`src/common/esp_link_pkg.sv`:
```
package esp_link_pkg;

  // command opcodes understood by the link, values match the microcontroller firmware
  typedef enum logic [7:0] {
    get_cookie          = 8'd0,
    set_breakpoint      = 8'd6,
    clear_breakpoint    = 8'd7,
    enable_breakpoints  = 8'd11,
    disable_breakpoints = 8'd12,
    get_version         = 8'd15,
    abus_read           = 8'd18,
    send_keyb           = 8'd19
  } cmd_op_e;

  // framer states
  typedef enum logic {
    idle,
    read_params
  } frame_state_e;

  // synchronized spi events
  typedef struct packed {
    logic sck_rise;
    logic sck_fall;
    logic cs_active;   // cs_n low, after sync
  } spi_sync_t;

  // one complete command with its parameter bytes
  typedef struct packed {
    logic       valid;
    cmd_op_e    op;
    logic [7:0] p0;
    logic [7:0] p1;
    logic [7:0] p2;
  } cmd_t;

  // response byte for the miso shifter
  typedef struct packed {
    logic       valid;
    logic [7:0] data;
  } resp_t;

  // cpu address bus as seen by the fpga
  typedef struct packed {
    logic [15:0] addr;
    logic        rd;      // read strobe, active high
  } cpu_bus_t;

  localparam logic [7:0] COOKIE        = 8'haf;  // link presence check
  localparam logic [2:0] VERSION_MAJOR = 3'd0;
  localparam logic [4:0] VERSION_MINOR = 5'd3;

endpackage

```
`src/hw/breakpoint_unit.sv`:
```
`timescale 1ns/1ps

module breakpoint_unit #(
  parameter int num_breakpoints = 8
) (
  input  logic                   clk,
  input  logic                   reset,
  input  esp_link_pkg::cmd_t     cmd,
  input  esp_link_pkg::cpu_bus_t bus,
  output logic                   bp_hit,
  output logic [2:0]             bp_index
);

  localparam int idx_w = $clog2(num_breakpoints);

  logic [15:0]                slot_addr [num_breakpoints];
  logic [num_breakpoints-1:0] slot_active;
  logic                       bp_enabled;   // global flag
  logic [idx_w-1:0]           slot_sel;
  logic                       match_any;
  logic [2:0]                 match_idx;
  logic                       hit_now;

  assign slot_sel = cmd.p0[idx_w-1:0];

  always_ff @(posedge clk) begin
    if (reset) begin
      slot_active <= '0;
      bp_enabled  <= 1'b0;
    end else if (cmd.valid) begin
      case (cmd.op)
        esp_link_pkg::set_breakpoint:      slot_active[slot_sel] <= 1'b1;
        esp_link_pkg::clear_breakpoint:    slot_active[slot_sel] <= 1'b0;
        esp_link_pkg::enable_breakpoints:  bp_enabled <= 1'b1;
        esp_link_pkg::disable_breakpoints: bp_enabled <= 1'b0;
        default: ;
      endcase
    end
  end

  // address is p2:p1
  always_ff @(posedge clk) begin
    if (cmd.valid && cmd.op == esp_link_pkg::set_breakpoint)
      slot_addr[slot_sel] <= {cmd.p2, cmd.p1};
  end

  // walk down so the lowest slot ends up in match_idx
  always_comb begin
    match_any = 1'b0;
    match_idx = 3'd0;
    for (int i = num_breakpoints - 1; i >= 0; i--) begin
      if (slot_active[i] && slot_addr[i] == bus.addr) begin
        match_any = 1'b1;
        match_idx = 3'(i);
      end
    end
  end

  assign hit_now = bp_enabled && bus.rd && match_any;

  always_ff @(posedge clk) begin
    if (reset) begin
      bp_hit   <= 1'b0;
      bp_index <= 3'd0;
    end else begin
      bp_hit   <= hit_now;
      bp_index <= hit_now ? match_idx : 3'd0;
    end
  end

endmodule

```
`src/hw/cmd_executor.sv`:
```
`timescale 1ns/1ps

module cmd_executor (
  input  logic                   clk,
  input  logic                   reset,
  input  esp_link_pkg::cmd_t     cmd,
  input  esp_link_pkg::cpu_bus_t bus,
  output esp_link_pkg::resp_t    resp,
  output logic                   key_pressed,
  output logic                   reset_key
);

  logic [7:0] matrix [8];   // keyboard rows as sent by the microcontroller
  logic [7:0] rows_or;

  // any key in any row
  always_comb begin
    rows_or = 8'd0;
    for (int r = 0; r < 8; r++)
      rows_or = rows_or | matrix[r];
  end

  always_ff @(posedge clk) begin
    if (reset) begin
      resp.valid  <= 1'b0;
      key_pressed <= 1'b0;
      reset_key   <= 1'b0;
      for (int r = 0; r < 8; r++)
        matrix[r] <= 8'd0;
    end else begin
      resp.valid  <= 1'b0;
      key_pressed <= |rows_or;
      reset_key   <= matrix[7][1];   // reset key lives in row 7
      if (cmd.valid) begin
        case (cmd.op)
          esp_link_pkg::get_cookie: begin
            resp.valid <= 1'b1;
            resp.data  <= esp_link_pkg::COOKIE;
          end
          esp_link_pkg::get_version: begin
            resp.valid <= 1'b1;
            resp.data  <= {esp_link_pkg::VERSION_MAJOR, esp_link_pkg::VERSION_MINOR};
          end
          esp_link_pkg::abus_read: begin
            resp.valid <= 1'b1;
            resp.data  <= bus.addr[7:0];  // sampled at command time
          end
          esp_link_pkg::send_keyb:
            matrix[cmd.p0[2:0]] <= cmd.p1;
          default: ;   // breakpoint ops handled elsewhere
        endcase
      end
    end
  end

endmodule

```
`src/hw/cmd_framer.sv`:
```
`timescale 1ns/1ps

module cmd_framer (
  input  logic               clk,
  input  logic               reset,
  input  logic               rx_valid,
  input  logic [7:0]         rx_byte,
  output esp_link_pkg::cmd_t cmd
);

  esp_link_pkg::frame_state_e state;
  logic [1:0] remaining;     // parameter bytes still due
  logic [1:0] idx;           // next parameter slot
  logic [1:0] param_count;
  logic       known_op;

  // parameter count per opcode
  always_comb begin
    known_op    = 1'b1;
    param_count = 2'd0;
    case (rx_byte)
      esp_link_pkg::set_breakpoint:   param_count = 2'd3;  // slot, addr lo, addr hi
      esp_link_pkg::send_keyb:        param_count = 2'd2;  // row, value
      esp_link_pkg::clear_breakpoint: param_count = 2'd1;
      esp_link_pkg::get_cookie,
      esp_link_pkg::get_version,
      esp_link_pkg::abus_read,
      esp_link_pkg::enable_breakpoints,
      esp_link_pkg::disable_breakpoints:
        param_count = 2'd0;
      default: known_op = 1'b0;  // dropped, framer stays idle
    endcase
  end

  always_ff @(posedge clk) begin
    if (reset) begin
      state     <= esp_link_pkg::idle;
      remaining <= 2'd0;
      idx       <= 2'd0;
      cmd.valid <= 1'b0;
    end else begin
      cmd.valid <= 1'b0;  // single cycle strobe
      if (rx_valid) begin
        case (state)
          esp_link_pkg::idle: begin
            if (known_op) begin
              cmd.op <= esp_link_pkg::cmd_op_e'(rx_byte);
              idx    <= 2'd0;
              if (param_count == 2'd0)
                cmd.valid <= 1'b1;   // opcode alone is the whole command
              else begin
                remaining <= param_count;
                state     <= esp_link_pkg::read_params;
              end
            end
          end
          esp_link_pkg::read_params: begin
            case (idx)
              2'd0:    cmd.p0 <= rx_byte;
              2'd1:    cmd.p1 <= rx_byte;
              default: cmd.p2 <= rx_byte;
            endcase
            idx       <= idx + 2'd1;
            remaining <= remaining - 2'd1;
            if (remaining == 2'd1) begin
              cmd.valid <= 1'b1;   // last parameter in
              state     <= esp_link_pkg::idle;
            end
          end
        endcase
      end
    end
  end

endmodule

```
`src/hw/esp_link_top.sv`:
```
`timescale 1ns/1ps

module esp_link_top #(
  parameter int num_breakpoints = 8
) (
  input  logic                   clk,
  input  logic                   reset,
  input  logic                   sck,
  input  logic                   cs_n,
  input  logic                   mosi,
  input  esp_link_pkg::cpu_bus_t bus,
  output logic                   miso,
  output logic                   key_pressed,
  output logic                   reset_key,
  output logic                   bp_hit,
  output logic [2:0]             bp_index
);

  esp_link_pkg::spi_sync_t sync;
  esp_link_pkg::cmd_t      cmd;
  esp_link_pkg::resp_t     resp;
  logic                    rx_valid;
  logic [7:0]              rx_byte;
  logic                    tx_busy;   // response going out, ignore incoming bytes

  spi_byte_receiver u_rx (
    .clk(clk), .reset(reset), .sck(sck), .cs_n(cs_n), .mosi(mosi),
    .tx_busy(tx_busy), .sync(sync), .rx_valid(rx_valid), .rx_byte(rx_byte)
  );

  cmd_framer u_framer (
    .clk(clk), .reset(reset), .rx_valid(rx_valid), .rx_byte(rx_byte), .cmd(cmd)
  );

  cmd_executor u_exec (
    .clk(clk), .reset(reset), .cmd(cmd), .bus(bus), .resp(resp),
    .key_pressed(key_pressed), .reset_key(reset_key)
  );

  // branches off the framer output
  breakpoint_unit #(.num_breakpoints(num_breakpoints)) u_bp (
    .clk(clk), .reset(reset), .cmd(cmd), .bus(bus),
    .bp_hit(bp_hit), .bp_index(bp_index)
  );

  spi_response_shifter u_tx (
    .clk(clk), .reset(reset), .sync(sync), .resp(resp),
    .miso(miso), .tx_busy(tx_busy)
  );

endmodule

```
`src/spi_link/spi_byte_receiver.sv`:
```
`timescale 1ns/1ps

module spi_byte_receiver (
  input  logic                    clk,
  input  logic                    reset,
  input  logic                    sck,
  input  logic                    cs_n,
  input  logic                    mosi,
  input  logic                    tx_busy,
  output esp_link_pkg::spi_sync_t sync,
  output logic                    rx_valid,
  output logic [7:0]              rx_byte
);

  logic [2:0] sck_r;    // two sync stages plus edge stage
  logic [2:0] cs_r;
  logic [1:0] mosi_r;
  logic [2:0] bit_cnt;
  logic [7:0] shift_q;

  // sync chains, cs held inactive in reset
  always_ff @(posedge clk) begin
    if (reset) begin
      sck_r  <= '0;
      cs_r   <= '1;
      mosi_r <= '0;
    end else begin
      sck_r  <= {sck_r[1:0], sck};
      cs_r   <= {cs_r[1:0], cs_n};
      mosi_r <= {mosi_r[0], mosi};
    end
  end

  assign sync.sck_rise  = (sck_r[2:1] == 2'b01);
  assign sync.sck_fall  = (sck_r[2:1] == 2'b10);
  assign sync.cs_active = ~cs_r[2];

  // bit count, byte strobe on wrap
  always_ff @(posedge clk) begin
    if (reset) begin
      bit_cnt  <= 3'd0;
      rx_valid <= 1'b0;
    end else begin
      // bytes clocked during a response are dummies
      rx_valid <= sync.cs_active && sync.sck_rise && (bit_cnt == 3'd7) && !tx_busy;
      if (!sync.cs_active)
        bit_cnt <= 3'd0;
      else if (sync.sck_rise)
        bit_cnt <= bit_cnt + 3'd1;
    end
  end

  // msb first
  always_ff @(posedge clk) begin
    if (sync.cs_active && sync.sck_rise)
      shift_q <= {shift_q[6:0], mosi_r[1]};
  end

  assign rx_byte = shift_q;  // complete when rx_valid is high

endmodule

```
`src/spi_link/spi_response_shifter.sv`:
```
`timescale 1ns/1ps

module spi_response_shifter (
  input  logic                    clk,
  input  logic                    reset,
  input  esp_link_pkg::spi_sync_t sync,
  input  esp_link_pkg::resp_t     resp,
  output logic                    miso,
  output logic                    tx_busy
);

  logic [7:0] shift_q;
  logic [2:0] shift_cnt;   // bits already shifted out
  logic       sampled;     // master took current bit on a rising edge

  always_ff @(posedge clk) begin
    if (reset) begin
      shift_q   <= 8'd0;
      shift_cnt <= 3'd0;
      sampled   <= 1'b0;
      tx_busy   <= 1'b0;
    end else if (resp.valid) begin
      // new byte wins, bit 7 on miso right away
      shift_q   <= resp.data;
      shift_cnt <= 3'd0;
      sampled   <= 1'b0;
      tx_busy   <= 1'b1;
    end else if (tx_busy && sync.cs_active) begin
      if (sync.sck_rise)
        sampled <= 1'b1;
      else if (sync.sck_fall && sampled) begin
        // trailing fall of the command byte is skipped by the sampled flag
        shift_q   <= {shift_q[6:0], 1'b0};
        shift_cnt <= shift_cnt + 3'd1;
        sampled   <= 1'b0;
        if (shift_cnt == 3'd7)
          tx_busy <= 1'b0;   // eighth bit gone
      end
    end
  end

  assign miso = sync.cs_active & shift_q[7];  // low while deselected

endmodule
```
`config.mk`:
```
export PLATFORM = sky130hd
export DESIGN_NAME = esp_link_top
export DESIGN_NICKNAME = d
export VERILOG_FILES = /design/src/common/esp_link_pkg.sv /design/src/hw/breakpoint_unit.sv /design/src/hw/cmd_executor.sv /design/src/hw/cmd_framer.sv /design/src/hw/esp_link_top.sv /design/src/spi_link/spi_byte_receiver.sv /design/src/spi_link/spi_response_shifter.sv
export SDC_FILE = /design/constraint.sdc
export NUM_CORES = 1
export LEC_CHECK = 0
export ABC_AREA = 1
export BUFFER_PORTS_ARGS = -buffer_cell sky130_fd_sc_hd__buf_2
export CORE_ASPECT_RATIO = 0.8
export CORE_MARGIN = 2
export CORE_UTILIZATION = 47
export CTS_CLUSTER_DIAMETER = 80
export DETAILED_ROUTE_END_ITERATION = 7
export PLACE_DENSITY_LB_ADDON = 0.1
export SETUP_SLACK_MARGIN = 0.05
export SLEW_MARGIN = 10
export SYNTH_ARGS = -nofsm -noshare
export SYNTH_HDL_FRONTEND = slang
export SYNTH_SLANG_ARGS = --single-unit
export TNS_END_PERCENT = 30
```
`constraint.sdc`:
```
create_clock -name clk -period 3.22 [get_ports clk]
set_input_delay 0.161 -clock clk [delete_from_list [all_inputs] [get_ports clk]]
set_output_delay 0.161 -clock clk [all_outputs]
set_load 0.02 [all_outputs]
```
==> results of run 1 <==
## timing repair
item | 4_1_cts | 5_1_grt
hold buffers | 6 | 0
buffers inserted | 0 | 0
setup endpoints to repair | 0 | 0
endpoints found under the hold margin | 9 | 0
## sequential cells by signal (all words and copies together) (netlist names), 3 cells and up, named ones only
signal and flops:
u_rx.cs_r 3, u_exec.resp 9, u_tx.shift_cnt 3, u_rx.rx_byte 8, u_rx.bit_cnt 3, u_bp.slot_addr 128, u_framer.cmd 28, u_bp.bp_index 3
u_tx.shift_q 8, u_rx.sck_r 3, u_exec.matrix 64
## cell usage after synthesis (all sizes together)
cell type / number / area share [%]
dfxtp: 47 / 8.0
a21boi: 2 / 0.13
o22ai: 2 / 0.11
and3: 1 / 0.053
edfxtp: 235 / 60
clkbuf: 5 / 0.16
a41oi: 1 / 0.075
o21bai: 1 / 0.064
nand4: 6 / 0.32
o31ai: 1 / 0.064
a311oi: 1 / 0.075
a31oi: 8 / 0.43
nand3: 30 / 1.3
buf: 18 / 0.95
ha: 7 / 0.75
o21ai: 70 / 3.1
o211ai: 6 / 0.38
clkinv: 1 / 0.032
xnor2: 3 / 0.22
nor3: 19 / 0.81
or2: 7 / 0.37
a21oi: 22 / 0.97
xor2: 48 / 3.6
nor4: 18 / 0.96
inv: 106 / 3.4
nand2: 229 / 7.4
nor2: 183 / 5.9
## cells in the final DEF (no fill, tap or decap), types with 7 or more instances in the layout
master and instances:
sky130_fd_sc_hd__nor2_1 180, sky130_fd_sc_hd__o21ai_1 14, sky130_fd_sc_hd__a21oi_1 21, sky130_fd_sc_hd__dfxtp_1 47, sky130_fd_sc_hd__nand3_1 29, sky130_fd_sc_hd__ha_1 7
sky130_fd_sc_hd__clkinv_1 7, sky130_fd_sc_hd__clkbuf_16 29, sky130_fd_sc_hd__o21ai_0 54, sky130_fd_sc_hd__nor4_1 18, sky130_fd_sc_hd__nand2_1 225, sky130_fd_sc_hd__edfxtp_1 235
sky130_fd_sc_hd__inv_1 94, sky130_fd_sc_hd__a31oi_1 8, sky130_fd_sc_hd__xor2_1 48, sky130_fd_sc_hd__nor3_1 19, sky130_fd_sc_hd__inv_2 12, sky130_fd_sc_hd__buf_2 28
sky130_fd_sc_hd__buf_4 12
## worst min path at each step
stage,start,to,slack [ns],cells past startpoint
after global routing,bus[0],u_bp.bp_index[2]$_SDFF_PP0_,0.08,3
final,bus[0],u_bp.bp_index[2]$_SDFF_PP0_,0.09,3
after CTS,bus[0],u_bp.bp_index[2]$_SDFF_PP0_,0.08,3
after floorplan,cs_n,u_rx.cs_r[0]$_SDFF_PP1_,0.26,1
after detailed placement,cs_n,u_rx.cs_r[0]$_SDFF_PP1_,0.37,2
after global placement,cs_n,u_rx.cs_r[0]$_SDFF_PP1_,0.37,2
## cell type report
class | count | area, µm²
clock buffers | 35 | 748
repair buffers | 46 | 290
diodes | 1 | 2.50
multi-input cells | 665 | 3180
clock inverters | 18 | 170
inverters | 107 | 402
well taps | 318 | 398
fillers | 2125 | 11200
flip-flops and latches | 282 | 8000
## worst max-delay path, delay by kind of cell, from the launching register on
family	cells	cell delay (ns)
flops	1	0.56
simple gates	5	1.35
## power groups by stage
stage                     sequential [mW]  combinational (mW)  clock [mW]
after floorplan                      4.03               0.138           0
after global placement               4.04               0.211           0
after detailed placement             4.03               0.211           0
after CTS                            3.96               0.217        3.30
after global routing                 3.96               0.239        3.45
final                                3.96               0.218        3.25
## routing by layer
layer	share of wire, %	global-route usage (%)
met1	49	36.3
met2	42	32.2
met3	7.8	3.71
met4	1.6	3.75
met5	0	0
## per-stage QoR
step / worst slack (ns) / cell area [µm²]
6_report: 0.988 / 13200
5_1_grt: 0.724 / 13200
4_1_cts: 1.01 / 13200
3_5_place_dp: 0.990 / 12200
3_3_place_gp: 0.978 / 12200
2_1_floorplan: 1.02 / 11700
## logic make-up after synthesis
| kind of cell | after synthesis |
|---|---|
| XOR/XNOR | 51 |
| AO/OA/AOI/OAI | 114 |
| flip-flops | 282 |
| adder cells (fa/ha/maj) | 7 |
| AND/OR/NAND/NOR | 493 |
| buffers and inverters | 130 |
==> run summary, run 1 <==
==========================================================================================
Status ...................................................................... finished clean
Final hold violation count ..................................................            0
Net Switching ...............................................................      1.53 mW
Number of flip-flops and latches in the synthesized netlist .................          282
Tmin final ..................................................................      2.23 ns
Max capacitance violation total .............................................            0
Syn nets ....................................................................         1106
Post-Synth Simple-Gate Area .................................................        17.2%
Worst hold-check path type .................................................. input port to register
Number of port buffers ......................................................           28
Tot Pwr .....................................................................      7.43 mW
Netlist cell types ..........................................................           39
Die width ...................................................................       180 µm
Initial Utilization .........................................................        48.0%
Sequential cell area fraction in the yosys report ...........................        68.3%
Slowest-stage cell, CP ...................................................... sky130_fd_sc_hd__edfxtp_1
Final design utilization ....................................................        54.1%
Top fanout value on the critical path .......................................           11
WL per Instance .............................................................      19.9 µm
Number of vias after detailed routing .......................................         7785
Largest net degree at the start of global routing ...........................           22
TritonCTS buffer count ......................................................           29
CTS root buf ................................................................ sky130_fd_sc_hd__clkbuf_16
Total power per unit cell area ..............................................   563 nW/µm²
Post-route fraction of the period consumed by the critical path .............        69.3%
Final setup vio count .......................................................            0
Drt via density .............................................................         5.29
H-Tree Level Count ..........................................................            1
Post-Route Skew .............................................................    0.0156 ns
Std-Cell Core Area ..........................................................    24400 µm²
Sum Neg Setup Slack .........................................................         0 ns
DRT Pass-1 Iters ............................................................            5
Minimum hold slack ..........................................................    0.0892 ns
Worst Max-Slew Pin Slew .....................................................      1.04 ns
Combined area of all synthesized cells ......................................    11700 µm²
Total congestion overflow after global routing ..............................            0
Cell count of the worst reg-to-reg path .....................................            5
Arrival time at the worst endpoint ..........................................      2.43 ns
Wire length of the first global-routing pass ................................      44.0 mm
Critical Path Sink Type .....................................................     register
LEAKAGE .....................................................................      5.06 nW
Max_slew headroom ...........................................................        30.3%
Clock latency at the later pin of the worst-skew pair .......................      0.54 ns
Vert. Die Dim ...............................................................       145 µm
Count of placed standard cells including taps ...............................         1412
Post-CTS sizing .............................................................            0
Row cnt .....................................................................           51
Setup slack of the worst register-to-register path ..........................      0.99 ns
Cell internal power dissipation .............................................      5.90 mW
Startpoint of the most critical setup path .................................. u_framer.cmd[24]$_DFFE_PP_
ANT nets after route ........................................................            0
Maximum ir drop on the vdd rail .............................................   0.000360 V
Non-filler cells, final .....................................................         1472
Timing endpoint of the critical path ........................................ u_exec.matrix[0][0]$_SDFFCE_PN0P_
Deepest clock path buffer count .............................................            3
Dpl hpwl ....................................................................      19.8 mm
Complex-gate fraction of the synthesized area ...............................        5.36%
Final WL ....................................................................      29.4 mm
Pins Over Slew Limit ........................................................            0
Crit path cell chain ........................................................ nand2_1 -> nor3_1 -> and3_1 -> nand2_1 -> nand2_1
RePlAce Congestion ..........................................................        0.862
Number of warnings issued by yosys ..........................................            0
Floorplan die area ..........................................................    26200 µm²
Share of total power in sequential cells ....................................        53.3%
Xor-xnor portion of the synthesized cell area ...............................        3.82%
Violation count after the first detailed-routing iteration ..................          859
Clock edge transition at the registers on the reported setup and hold paths .      0.06 ns
CTS sink count ..............................................................          282
Aggregate global-route resource usage .......................................        22.5%
Critical path required time .................................................      3.42 ns
TritonCTS clock tree ........................................................        built
Average cell area after synthesis ...........................................     10.9 µm²
Clock share of power ........................................................        43.8%
Maximum clock frequency .....................................................    0.448 GHz
Setup repair after global routing missed its margin .........................           no
Worst path max stage delay ..................................................      0.56 ns
Switching Fraction ..........................................................        20.6%
Initial antenna violation count .............................................            0
Crit path launch type .......................................................     register
Fraction of power consumed by combinational cells ...........................         2.9%
DRC errors left .............................................................            0
Kind of critical path ....................................................... register to register
Synth-to-Final Area Change ..................................................        12.6%
Mux share of post-synthesis cell area .......................................           0%
Fraction of layout instances using a drive strength above 1 .................        9.54%
I/O Pins ....................................................................           29
Worst reg2reg endpoint ...................................................... u_exec.matrix[0][0]$_SDFFCE_PN0P_
RR Startpoint ............................................................... u_framer.cmd[24]$_DFFE_PP_
Cell count after synthesis ..................................................         1077
Via count of the first global-routing pass ..................................         7081
Critical Path Most Common Cell .............................................. sky130_fd_sc_hd__nand2_1
Adder and majority cell fraction of the synthesized area ....................       0.748%
Main combinational cell family by area after synthesis ...................... simple AND/OR/NAND/NOR gates
Post-layout net count .......................................................         1160
==========================================================================================
(Power assumes the default switching activity.)
==> run 2: changes to the inputs <==
--- a/config.mk
+++ b/config.mk
@@ -5,7 +5,7 @@
 export SDC_FILE = /design/constraint.sdc
 export NUM_CORES = 1
 export LEC_CHECK = 0
-export ABC_AREA = 1
+export ABC_AREA = 0
 export BUFFER_PORTS_ARGS = -buffer_cell sky130_fd_sc_hd__buf_2
 export CORE_ASPECT_RATIO = 0.8
 export CORE_MARGIN = 2
==> constraint.sdc (replaced) <==
create_clock -name clk -period 2.3 [get_ports clk]
set_input_delay 0.115 -clock clk [delete_from_list [all_inputs] [get_ports clk]]
set_output_delay 0.115 -clock clk [all_outputs]
set_load 0.02 [all_outputs]
==> run 2 against run 1 <==
Sequential power up 40%. Count of clock-buffer cells in the layout is 12 higher. Critical path depth increased by 1. Critical path type unchanged. Largest cell class unchanged. Highest routed layer unchanged.
==> run summary, run 2 <==
==========================================================================================
Most used flip-flop cell after synthesis .................................... sky130_fd_sc_hd__edfxtp_1
Pins Over Slew Limit ........................................................            0   unchanged
H-Tree Level Count ..........................................................            1   unchanged
Post CTS Setup Buffer Count .................................................            0   unchanged
Number of warnings issued by yosys ..........................................            0   unchanged
Mux share of post-synthesis cell area .......................................        1.06%   +1.1 points
Xor-xnor portion of the synthesized cell area ...............................        10.0%   +6.2 points
Global-route track usage on met3 ............................................        3.15%   -0.57 points
Most frequent standard cell in the layout excluding fill and tap cells ...... sky130_fd_sc_hd__edfxtp_1
LEAKAGE .....................................................................      4.43 nW   -12%
Maximum ir drop on the vdd rail .............................................   0.000481 V   +34%
Most common cell in the synthesized netlist ................................. sky130_fd_sc_hd__edfxtp_1
Asr flop ratio synth ........................................................           0%   unchanged
Top flop regs ............................................................... u_bp.slot_addr: 128 flops, u_exec.matrix: 64 flops, u_framer.cmd: 28 flops
ANT nets after route ........................................................            0   unchanged
Max capacitance violation total .............................................            0   unchanged
Commonest non-fill, non-tap cells in the layout ............................. sky130_fd_sc_hd__edfxtp_1, sky130_fd_sc_hd__xnor2_1, sky130_fd_sc_hd__and2_1
Crit path cell chain ........................................................ nor3_1 -> buf_4 -> nand3b_1 -> or4_1 -> nor2_2 -> buf_6
Post-layout net count .......................................................          906   -22%
Final design utilization ....................................................        54.8%   +0.75 points
Final hold violation count ..................................................            0   unchanged
Cell count after synthesis ..................................................          799   -26%
Worst path max stage delay ..................................................      0.60 ns   +0.04 ns
Number of vias after detailed routing .......................................         6526   -16%
Number of port buffers ......................................................           28   unchanged
Fraction of layout instances using a drive strength above 1 .................        15.1%   +5.6 points
TritonCTS clock tree ........................................................        built
CTS root buf ................................................................ sky130_fd_sc_hd__clkbuf_16
Status ...................................................................... finished clean
Tmin final ..................................................................      2.18 ns   -0.0535 ns
Combined area of all synthesized cells ......................................    11500 µm²   -1.7%
Cell type contributing the most total cell area after synthesis ............. sky130_fd_sc_hd__edfxtp_1
Floorplan die area ..........................................................    25700 µm²   -1.7%
Deepest clock path buffer count .............................................            3   unchanged
Drt via density .............................................................         5.36   +1.3%
Layer carrying the most global-route usage ..................................         met2
Netlist cell types ..........................................................           54   +38%
Main area contributors after synthesis ...................................... sky130_fd_sc_hd__edfxtp_1, sky130_fd_sc_hd__dfxtp_1, sky130_fd_sc_hd__xnor2_1
Clock latency at the later pin of the worst-skew pair .......................      0.54 ns   about the same
Final WL ....................................................................      26.3 mm   -10%
Kind of critical path ....................................................... register to register
Die width ...................................................................       179 µm   -0.85%
Post-route fraction of the period consumed by the critical path .............        94.7%   +25 points
Max_slew headroom ...........................................................        37.7%   +7.4 points
Number of flip-flops and latches in the synthesized netlist .................          282   unchanged
Flip-flop count of the largest register, all copies and words added .........          128   unchanged
Final setup vio count .......................................................            0   unchanged
Arrival time at the worst endpoint ..........................................      2.42 ns   about the same
Post-Route Skew .............................................................    0.0115 ns   -0.00402 ns
Initial Utilization .........................................................        47.6%   -0.46 points
Number of flops mapped to enable cells by yosys .............................          235   unchanged
RePlAce Congestion ..........................................................        0.834   -3.1%
Initial antenna violation count .............................................            1   +1
Worst hold-check path type .................................................. input port to register
Crit path launch type .......................................................     register
Critical path required time .................................................      2.54 ns   -0.88 ns
Global-route track usage on met1 ............................................        31.1%   -5.2 points
Setup repair after global routing missed its margin .........................          yes
Main combinational cell family by area after synthesis ...................... simple AND/OR/NAND/NOR gates
DRC errors left .............................................................            0   unchanged
Slowest-stage cell, CP ...................................................... sky130_fd_sc_hd__or4_1
Leading cell types by count after synthesis ................................. sky130_fd_sc_hd__edfxtp_1, sky130_fd_sc_hd__xnor2_1, sky130_fd_sc_hd__and2_1, sky130_fd_sc_hd__nor2_1, sky130_fd_sc_hd__dfxtp_1
Sequential cell area fraction in the yosys report ...........................        69.5%   +1.2 points
DRT Pass-1 Iters ............................................................            7   +2
Top fanout value on the critical path .......................................           16   +5
Std-Cell Core Area ..........................................................    24200 µm²   -0.79%
TritonCTS buffer count ......................................................           29   unchanged
Violation count after the first detailed-routing iteration ..................          579   -33%
Post-placement cell area ....................................................    12300 µm²   +1.2%
Clock edge transition at the registers on the reported setup and hold paths .      0.06 ns   about the same
Wire length of the first global-routing pass ................................      39.1 mm   -11%
Largest net degree at the start of global routing ...........................           56   +150%
Total power per unit cell area ..............................................   764 nW/µm²   +36%
Met2 routing resource usage after global routing ............................        32.2%   -0.067 points
WL per Instance .............................................................      21.6 µm   +8.2%
Aggregate global-route resource usage .......................................        20.8%   -1.7 points
Syn nets ....................................................................          828   -25%
Adder and majority cell fraction of the synthesized area ....................       0.761%   +0.013 points
Worst Max-Slew Pin Slew .....................................................     0.935 ns   -0.103 ns
Post-route cell area ........................................................    13300 µm²   +0.59%
CTS sink count ..............................................................          282   unchanged
Post-Synth Simple-Gate Area .................................................        13.9%   -3.3 points
Sum Neg Setup Slack .........................................................         0 ns   unchanged
Tot Pwr .....................................................................      10.1 mW   +36%
Total congestion overflow after global routing ..............................            0   unchanged
Area share of the leading cell type in the synthesized netlist ..............        61.4%   +1.1 points
Maximum clock frequency .....................................................    0.459 GHz   +2.5%
Complex-gate fraction of the synthesized area ...............................        3.15%   -2.2 points
Register bank with the most flops ........................................... u_bp.slot_addr
I/O Pins ....................................................................           29   unchanged
Dpl hpwl ....................................................................      17.3 mm   -13%
Average cell area after synthesis ...........................................     14.4 µm²   +32%
Row cnt .....................................................................           51   unchanged
Synth-to-Final Area Change ..................................................        15.3%
Via count of the first global-routing pass ..................................         6236   -12%
Vert. Die Dim ...............................................................       144 µm   -0.85%
Critical Path Sink Type .....................................................     register
==========================================================================================
[run 2: changes by cell type in the layout (fill, tap and decap cells not counted), moves of 12 or more]
| cell | previous run | this run |
|---|---|---|
| sky130_fd_sc_hd__and2_1 | 0 | 69 |
| sky130_fd_sc_hd__buf_4 | 12 | 41 |
| sky130_fd_sc_hd__inv_1 | 94 | 4 |
| sky130_fd_sc_hd__inv_2 | 12 | 0 |
| sky130_fd_sc_hd__nand2_1 | 225 | 16 |
| sky130_fd_sc_hd__nand3_1 | 29 | 8 |
| sky130_fd_sc_hd__nand4_1 | 6 | 25 |
| sky130_fd_sc_hd__nor2_1 | 180 | 52 |
| sky130_fd_sc_hd__o21ai_0 | 54 | 3 |
| sky130_fd_sc_hd__o21ai_1 | 14 | 1 |
| sky130_fd_sc_hd__xnor2_1 | 3 | 98 |
| sky130_fd_sc_hd__xor2_1 | 48 | 32 |
[run 2: metrics by stage]
stage / hold WS, ns / setup WS, ns / cells
floorplan: 0.219 / -0.190 / 799
global placement: 0.303 / 0.0933 / 1160
detailed placement: 0.304 / 0.104 / 1160
CTS: 0.0321 / 0.0781 / 1217
global route: 0.0454 / 0.0287 / 1217
finish: 0.0419 / 0.122 / 1218
[run 2: repair_timing]
action                     CTS  global route
gates resized for setup      1             5
pin swaps                    0             1
hold buffers                 4             0
setup endpoints to repair    1            54
hold endpoints to repair     4             0
[run 2: layout make-up]
type	count	area (µm²)
clock inverters	6	30.0
inverters	5	18.8
flip-flops and latches	282	8000
fillers	1946	10900
clock buffers	47	813
multi-input cells	478	3360
well taps	318	398
diodes	1	2.50
repair buffers	81	639
[run 2: metal layers]
metal  vias to the layer above  wire [µm]
met2                       169      12100
met5                         -          0
met1                      3262      12400
met4                         0        472
li1                       3061          -
met3                        34       1350
[run 2: report_power, final]
group          internal, mW  switching (mW)  leakage, nW
logic                 0.124           0.177         1.52
clock network          2.40            1.86        0.408
registers              5.54          0.0269         2.50
total                  8.06            2.06         4.43
[run 2: kinds of logic after synthesis]
family / after synthesis
adders and majority gates: 7
DFF: 282
AOI/OAI and AO/OA: 54
buffers and inverters: 39
xor gates and xnor gates: 131
and+or+nand+nor: 274
muxes: 12
[run 2: path summary, 6_finish.rpt]
path,cells past startpoint,startpoint,to,slack (ns)
max reg2reg,6,u_framer.cmd[31]$_DFFE_PP_,u_bp.slot_addr[6][10]$_DFFE_PP_,0.12
max,6,u_framer.cmd[31]$_DFFE_PP_,u_bp.slot_addr[6][10]$_DFFE_PP_,0.12
min reg2reg,0,u_rx.mosi_r[1]$_SDFF_PP0_,u_rx.rx_byte[0]$_DFFE_PP_,0.41
min,2,bus[2],u_exec.resp[1]$_DFFE_PP_,0.04
[run 2: critical path, delay by kind of cell (launching register included)]
kind | cells | cell delay (ns)
AND/OR/NAND/NOR | 4 | 1.13
flip-flops | 1 | 0.37
buffers and inverters | 2 | 0.37
==> run 3: changes to the inputs <==
--- a/config.mk
+++ b/config.mk
@@ -10,6 +10,7 @@
 export CORE_ASPECT_RATIO = 0.8
 export CORE_MARGIN = 2
 export CORE_UTILIZATION = 47
+export CTS_BUF_LIST = sky130_fd_sc_hd__clkbuf_8
 export CTS_CLUSTER_DIAMETER = 80
 export DETAILED_ROUTE_END_ITERATION = 7
 export PLACE_DENSITY_LB_ADDON = 0.1
==> run 3 against run 2 <==
Combinational power hardly changed. First-iteration DRC count is 13% lower. Clock skew is 0.035 ns higher. Sequential power hardly changed. Utilization is 0.50 points higher. Maximum frequency is 1.6% higher. Via count is 0.87% higher. Setup slack better by 0.035 ns. Final area is 0.91% higher. Die area stayed put. Flip-flop and latch count stayed put. Clock power is 4% higher. Highest routed layer unchanged.
==> run summary, run 3 (synthesized netlist as in run 2, its figures left out) <==
==========================================================================================
Count of placed standard cells including taps ...............................         1160   unchanged
Critical path required time .................................................      2.75 ns   +0.21 ns
Arrival time at the worst endpoint ..........................................      2.59 ns   +0.17 ns
ANT nets after route ........................................................            0   unchanged
Cell count of the worst reg-to-reg path .....................................            7   +1
CTS root buf ................................................................ sky130_fd_sc_hd__clkbuf_8
Vert. Die Dim ...............................................................       144 µm   unchanged
Dpl hpwl ....................................................................      17.3 mm   unchanged
Worst hold-check path type .................................................. input port to register
Clock edge transition at the registers on the reported setup and hold paths .      0.06 ns   about the same
Wire length of the first global-routing pass ................................      39.4 mm   +0.58%
Post-route cell area ........................................................    13400 µm²   +0.91%
Maximum clock frequency .....................................................    0.467 GHz   +1.6%
TritonCTS clock tree ........................................................        built
Share of total power in sequential cells ....................................        54.2%   -0.8 points
Setup slack of the worst register-to-register path ..........................      0.16 ns   +0.04 ns
Number of instances on the worst hold path ..................................            2   unchanged
Std-Cell Core Area ..........................................................    24200 µm²   unchanged
Register bank with the most flops ........................................... u_bp.slot_addr
RePlAce Congestion ..........................................................        0.834   unchanged
Switching Fraction ..........................................................        20.9%   +0.54 points
Endpoint with the worst hold slack .......................................... u_exec.resp[0]$_DFFE_PP_
Drt via density .............................................................         5.26   -1.9%
Count of buffer and inverter cells on the critical path .....................            0   -2
Minimum hold slack ..........................................................    0.0756 ns   +0.0337 ns
Via count of the first global-routing pass ..................................         6434   +3.2%
Slowest-stage cell, CP ...................................................... sky130_fd_sc_hd__nor4_1
Number of port buffers ......................................................           28   unchanged
TritonCTS buffer count ......................................................           45   +55%
I/O Pins ....................................................................           29   unchanged
Post-Route Skew .............................................................    0.0461 ns   +0.0346 ns
Flip-flop count of the largest register, all copies and words added .........          128   unchanged
DRC errors left .............................................................            0   unchanged
Total congestion overflow after global routing ..............................            0   unchanged
RR Startpoint ............................................................... u_bp.slot_addr[7][11]$_DFFE_PP_
Status ...................................................................... finished clean
Post-route fraction of the period consumed by the critical path .............        93.2%   -1.5 points
CTS sink count ..............................................................          282   unchanged
Non-filler cells, final .....................................................         1252   +2.8%
Commonest non-fill, non-tap cells in the layout ............................. sky130_fd_sc_hd__edfxtp_1, sky130_fd_sc_hd__xnor2_1, sky130_fd_sc_hd__and2_1
Critical Path Sink Type .....................................................     register
Tmin final ..................................................................      2.14 ns   -0.0353 ns
Top fanout value on the critical path .......................................            2   -14
Clock latency at the later pin of the worst-skew pair .......................      0.57 ns   +0.03 ns
Die width ...................................................................       179 µm   unchanged
LEAKAGE .....................................................................      4.58 nW   +3.4%
Fraction of power consumed by combinational cells ...........................         3.0%   about the same
DRT Pass-1 Iters ............................................................            5   -2
Cell internal power dissipation .............................................      8.12 mW   +0.79%
Violation count after the first detailed-routing iteration ..................          502   -13%
Top flop regs ............................................................... u_bp.slot_addr: 128 flops, u_exec.matrix: 64 flops, u_framer.cmd: 28 flops
Worst path max stage delay ..................................................      0.43 ns   -0.17 ns
Most frequent standard cell in the layout excluding fill and tap cells ...... sky130_fd_sc_hd__edfxtp_1
Kind of critical path ....................................................... register to register
WL per Instance .............................................................      20.9 µm   -3.1%
Aggregate global-route resource usage .......................................        21.0%   +0.23 points
Pins Over Slew Limit ........................................................            0   unchanged
Fraction of layout instances using a drive strength above 1 .................        17.6%   +2.5 points
Worst Max-Slew Pin Slew .....................................................     0.935 ns   +0.000516 ns
Hold path startpoint ........................................................       bus[1]
Maximum ir drop on the vdd rail .............................................   0.000422 V   -12%
H-Tree Level Count ..........................................................            2   +1
Row cnt .....................................................................           51   unchanged
Post-placement cell area ....................................................    12300 µm²   unchanged
Initial Utilization .........................................................        47.6%   unchanged
Largest net degree at the start of global routing ...........................           56   unchanged
Total power per unit cell area ..............................................   768 nW/µm²   +0.57%
Number of vias after detailed routing .......................................         6583   +0.87%
Crit path cell chain ........................................................ xnor2_1 -> nand4_1 -> nor4_1 -> o211a_2 -> o21bai_1 -> a32o_1 -> a2111oi_2
Floorplan die area ..........................................................    25700 µm²   unchanged
Final hold violation count ..................................................            0   unchanged
Final WL ....................................................................      26.2 mm   -0.36%
Crit path launch type .......................................................     register
Deepest clock path buffer count .............................................            3   unchanged
Synth-to-Final Area Change ..................................................        16.3%
Clock share of power ........................................................        42.9%   +0.8 points
Initial antenna violation count .............................................            1   unchanged
Final setup vio count .......................................................            0   unchanged
Net Switching ...............................................................      2.15 mW   +4.2%
Dominant delay contributor by cell family on the critical path .............. compound AO/OA/AOI/OAI gates
Max capacitance violation total .............................................            0   unchanged
Post-layout net count .......................................................          924   +2.0%
Final design utilization ....................................................        55.3%   +0.50 points
Setup repair after global routing missed its margin .........................          yes
Tot Pwr .....................................................................      10.3 mW   +1.5%
Worst reg2reg endpoint ...................................................... u_bp.bp_index[0]$_SDFF_PP0_
Max_slew headroom ...........................................................        37.7%   about the same
==========================================================================================
## run 3: cell types whose count changed in the layout (fill, tap and decap cells not counted), sizes merged
| cell | delta |
|---|---|
| inv | +20 |
| bufinv | +4 |
| clkbuf | +3 |
| clkinv | +2 |
| clkinvlp | +2 |
| dlygate4sd3 | +2 |
| diode | +1 |
## run 3: final cells by class
cell class,count,area (µm²)
fill,1947,10800
sequential,282,8000
multi-input combinational,478,3360
clock buffer,50,688
timing repair buffer,83,659
tap,318,398
clock inverter,34,254
inverter,5,18.8
antenna,2,5.00
## run 3: worst max-delay path by stage
| stage | startpoint | end | slack [ns] | cells past startpoint |
|---|---|---|---|---|
| global placement | u_framer.cmd[31]$_DFFE_PP_ | u_bp.slot_addr[6][10]$_DFFE_PP_ | 0.09 | 6 |
| finish | u_bp.slot_addr[7][11]$_DFFE_PP_ | u_bp.bp_index[0]$_SDFF_PP0_ | 0.16 | 7 |
| CTS | u_framer.cmd[31]$_DFFE_PP_ | u_exec.matrix[3][4]$_SDFFCE_PN0P_ | 0.06 | 6 |
| global route | u_bp.slot_addr[5][2]$_DFFE_PP_ | u_bp.bp_index[0]$_SDFF_PP0_ | 0.04 | 7 |
| floorplan | u_framer.cmd[31]$_DFFE_PP_ | u_bp.slot_addr[7][0]$_DFFE_PP_ | -0.19 | 5 |
| detailed placement | u_framer.cmd[31]$_DFFE_PP_ | u_exec.matrix[3][2]$_SDFFCE_PN0P_ | 0.10 | 6 |
## run 3: worst register-to-register path, delay by kind of cell (launching register included)
family / cells / cell delay, ns
DFF: 1 / 0.37
and+or+nand+nor: 2 / 0.56
AOI/OAI and AO/OA: 4 / 0.90
xor gates and xnor gates: 1 / 0.21
## run 3: stage by stage
step,TNS [ns],worst slack [ns]
after floorplan,-19.15,-0.190
after global placement,0,0.0933
after detailed placement,0,0.104
after CTS,0,0.0616
after global routing,0,0.0368
final,0,0.157
## run 3: what timing repair did
action	CTS	global route
setup endpoints to repair	0	33
hold endpoints to repair	6	0
hold buffers	6	0
resized for setup	0	6
setup buffers	0	0
## run 3: power groups by stage
stage                     Sequential [mW]  Clock [mW]  Combinational, mW
final                                5.56        4.41              0.304
after global routing                 5.57        4.73              0.327
after CTS                            5.56        4.51              0.306
after detailed placement             5.67           0              0.297
after global placement               5.67           0              0.295
after floorplan                      5.66           0              0.202
## run 3: layer usage
metal  global-route usage [%]  up-vias  part of all wire (%)
met5                        0        -                     0
met4                     5.65        0                   1.4
met3                     4.02       29                   5.7
met2                     32.5      177                    46
met1                     30.6     3260                    47
li1                         -     3117                     -
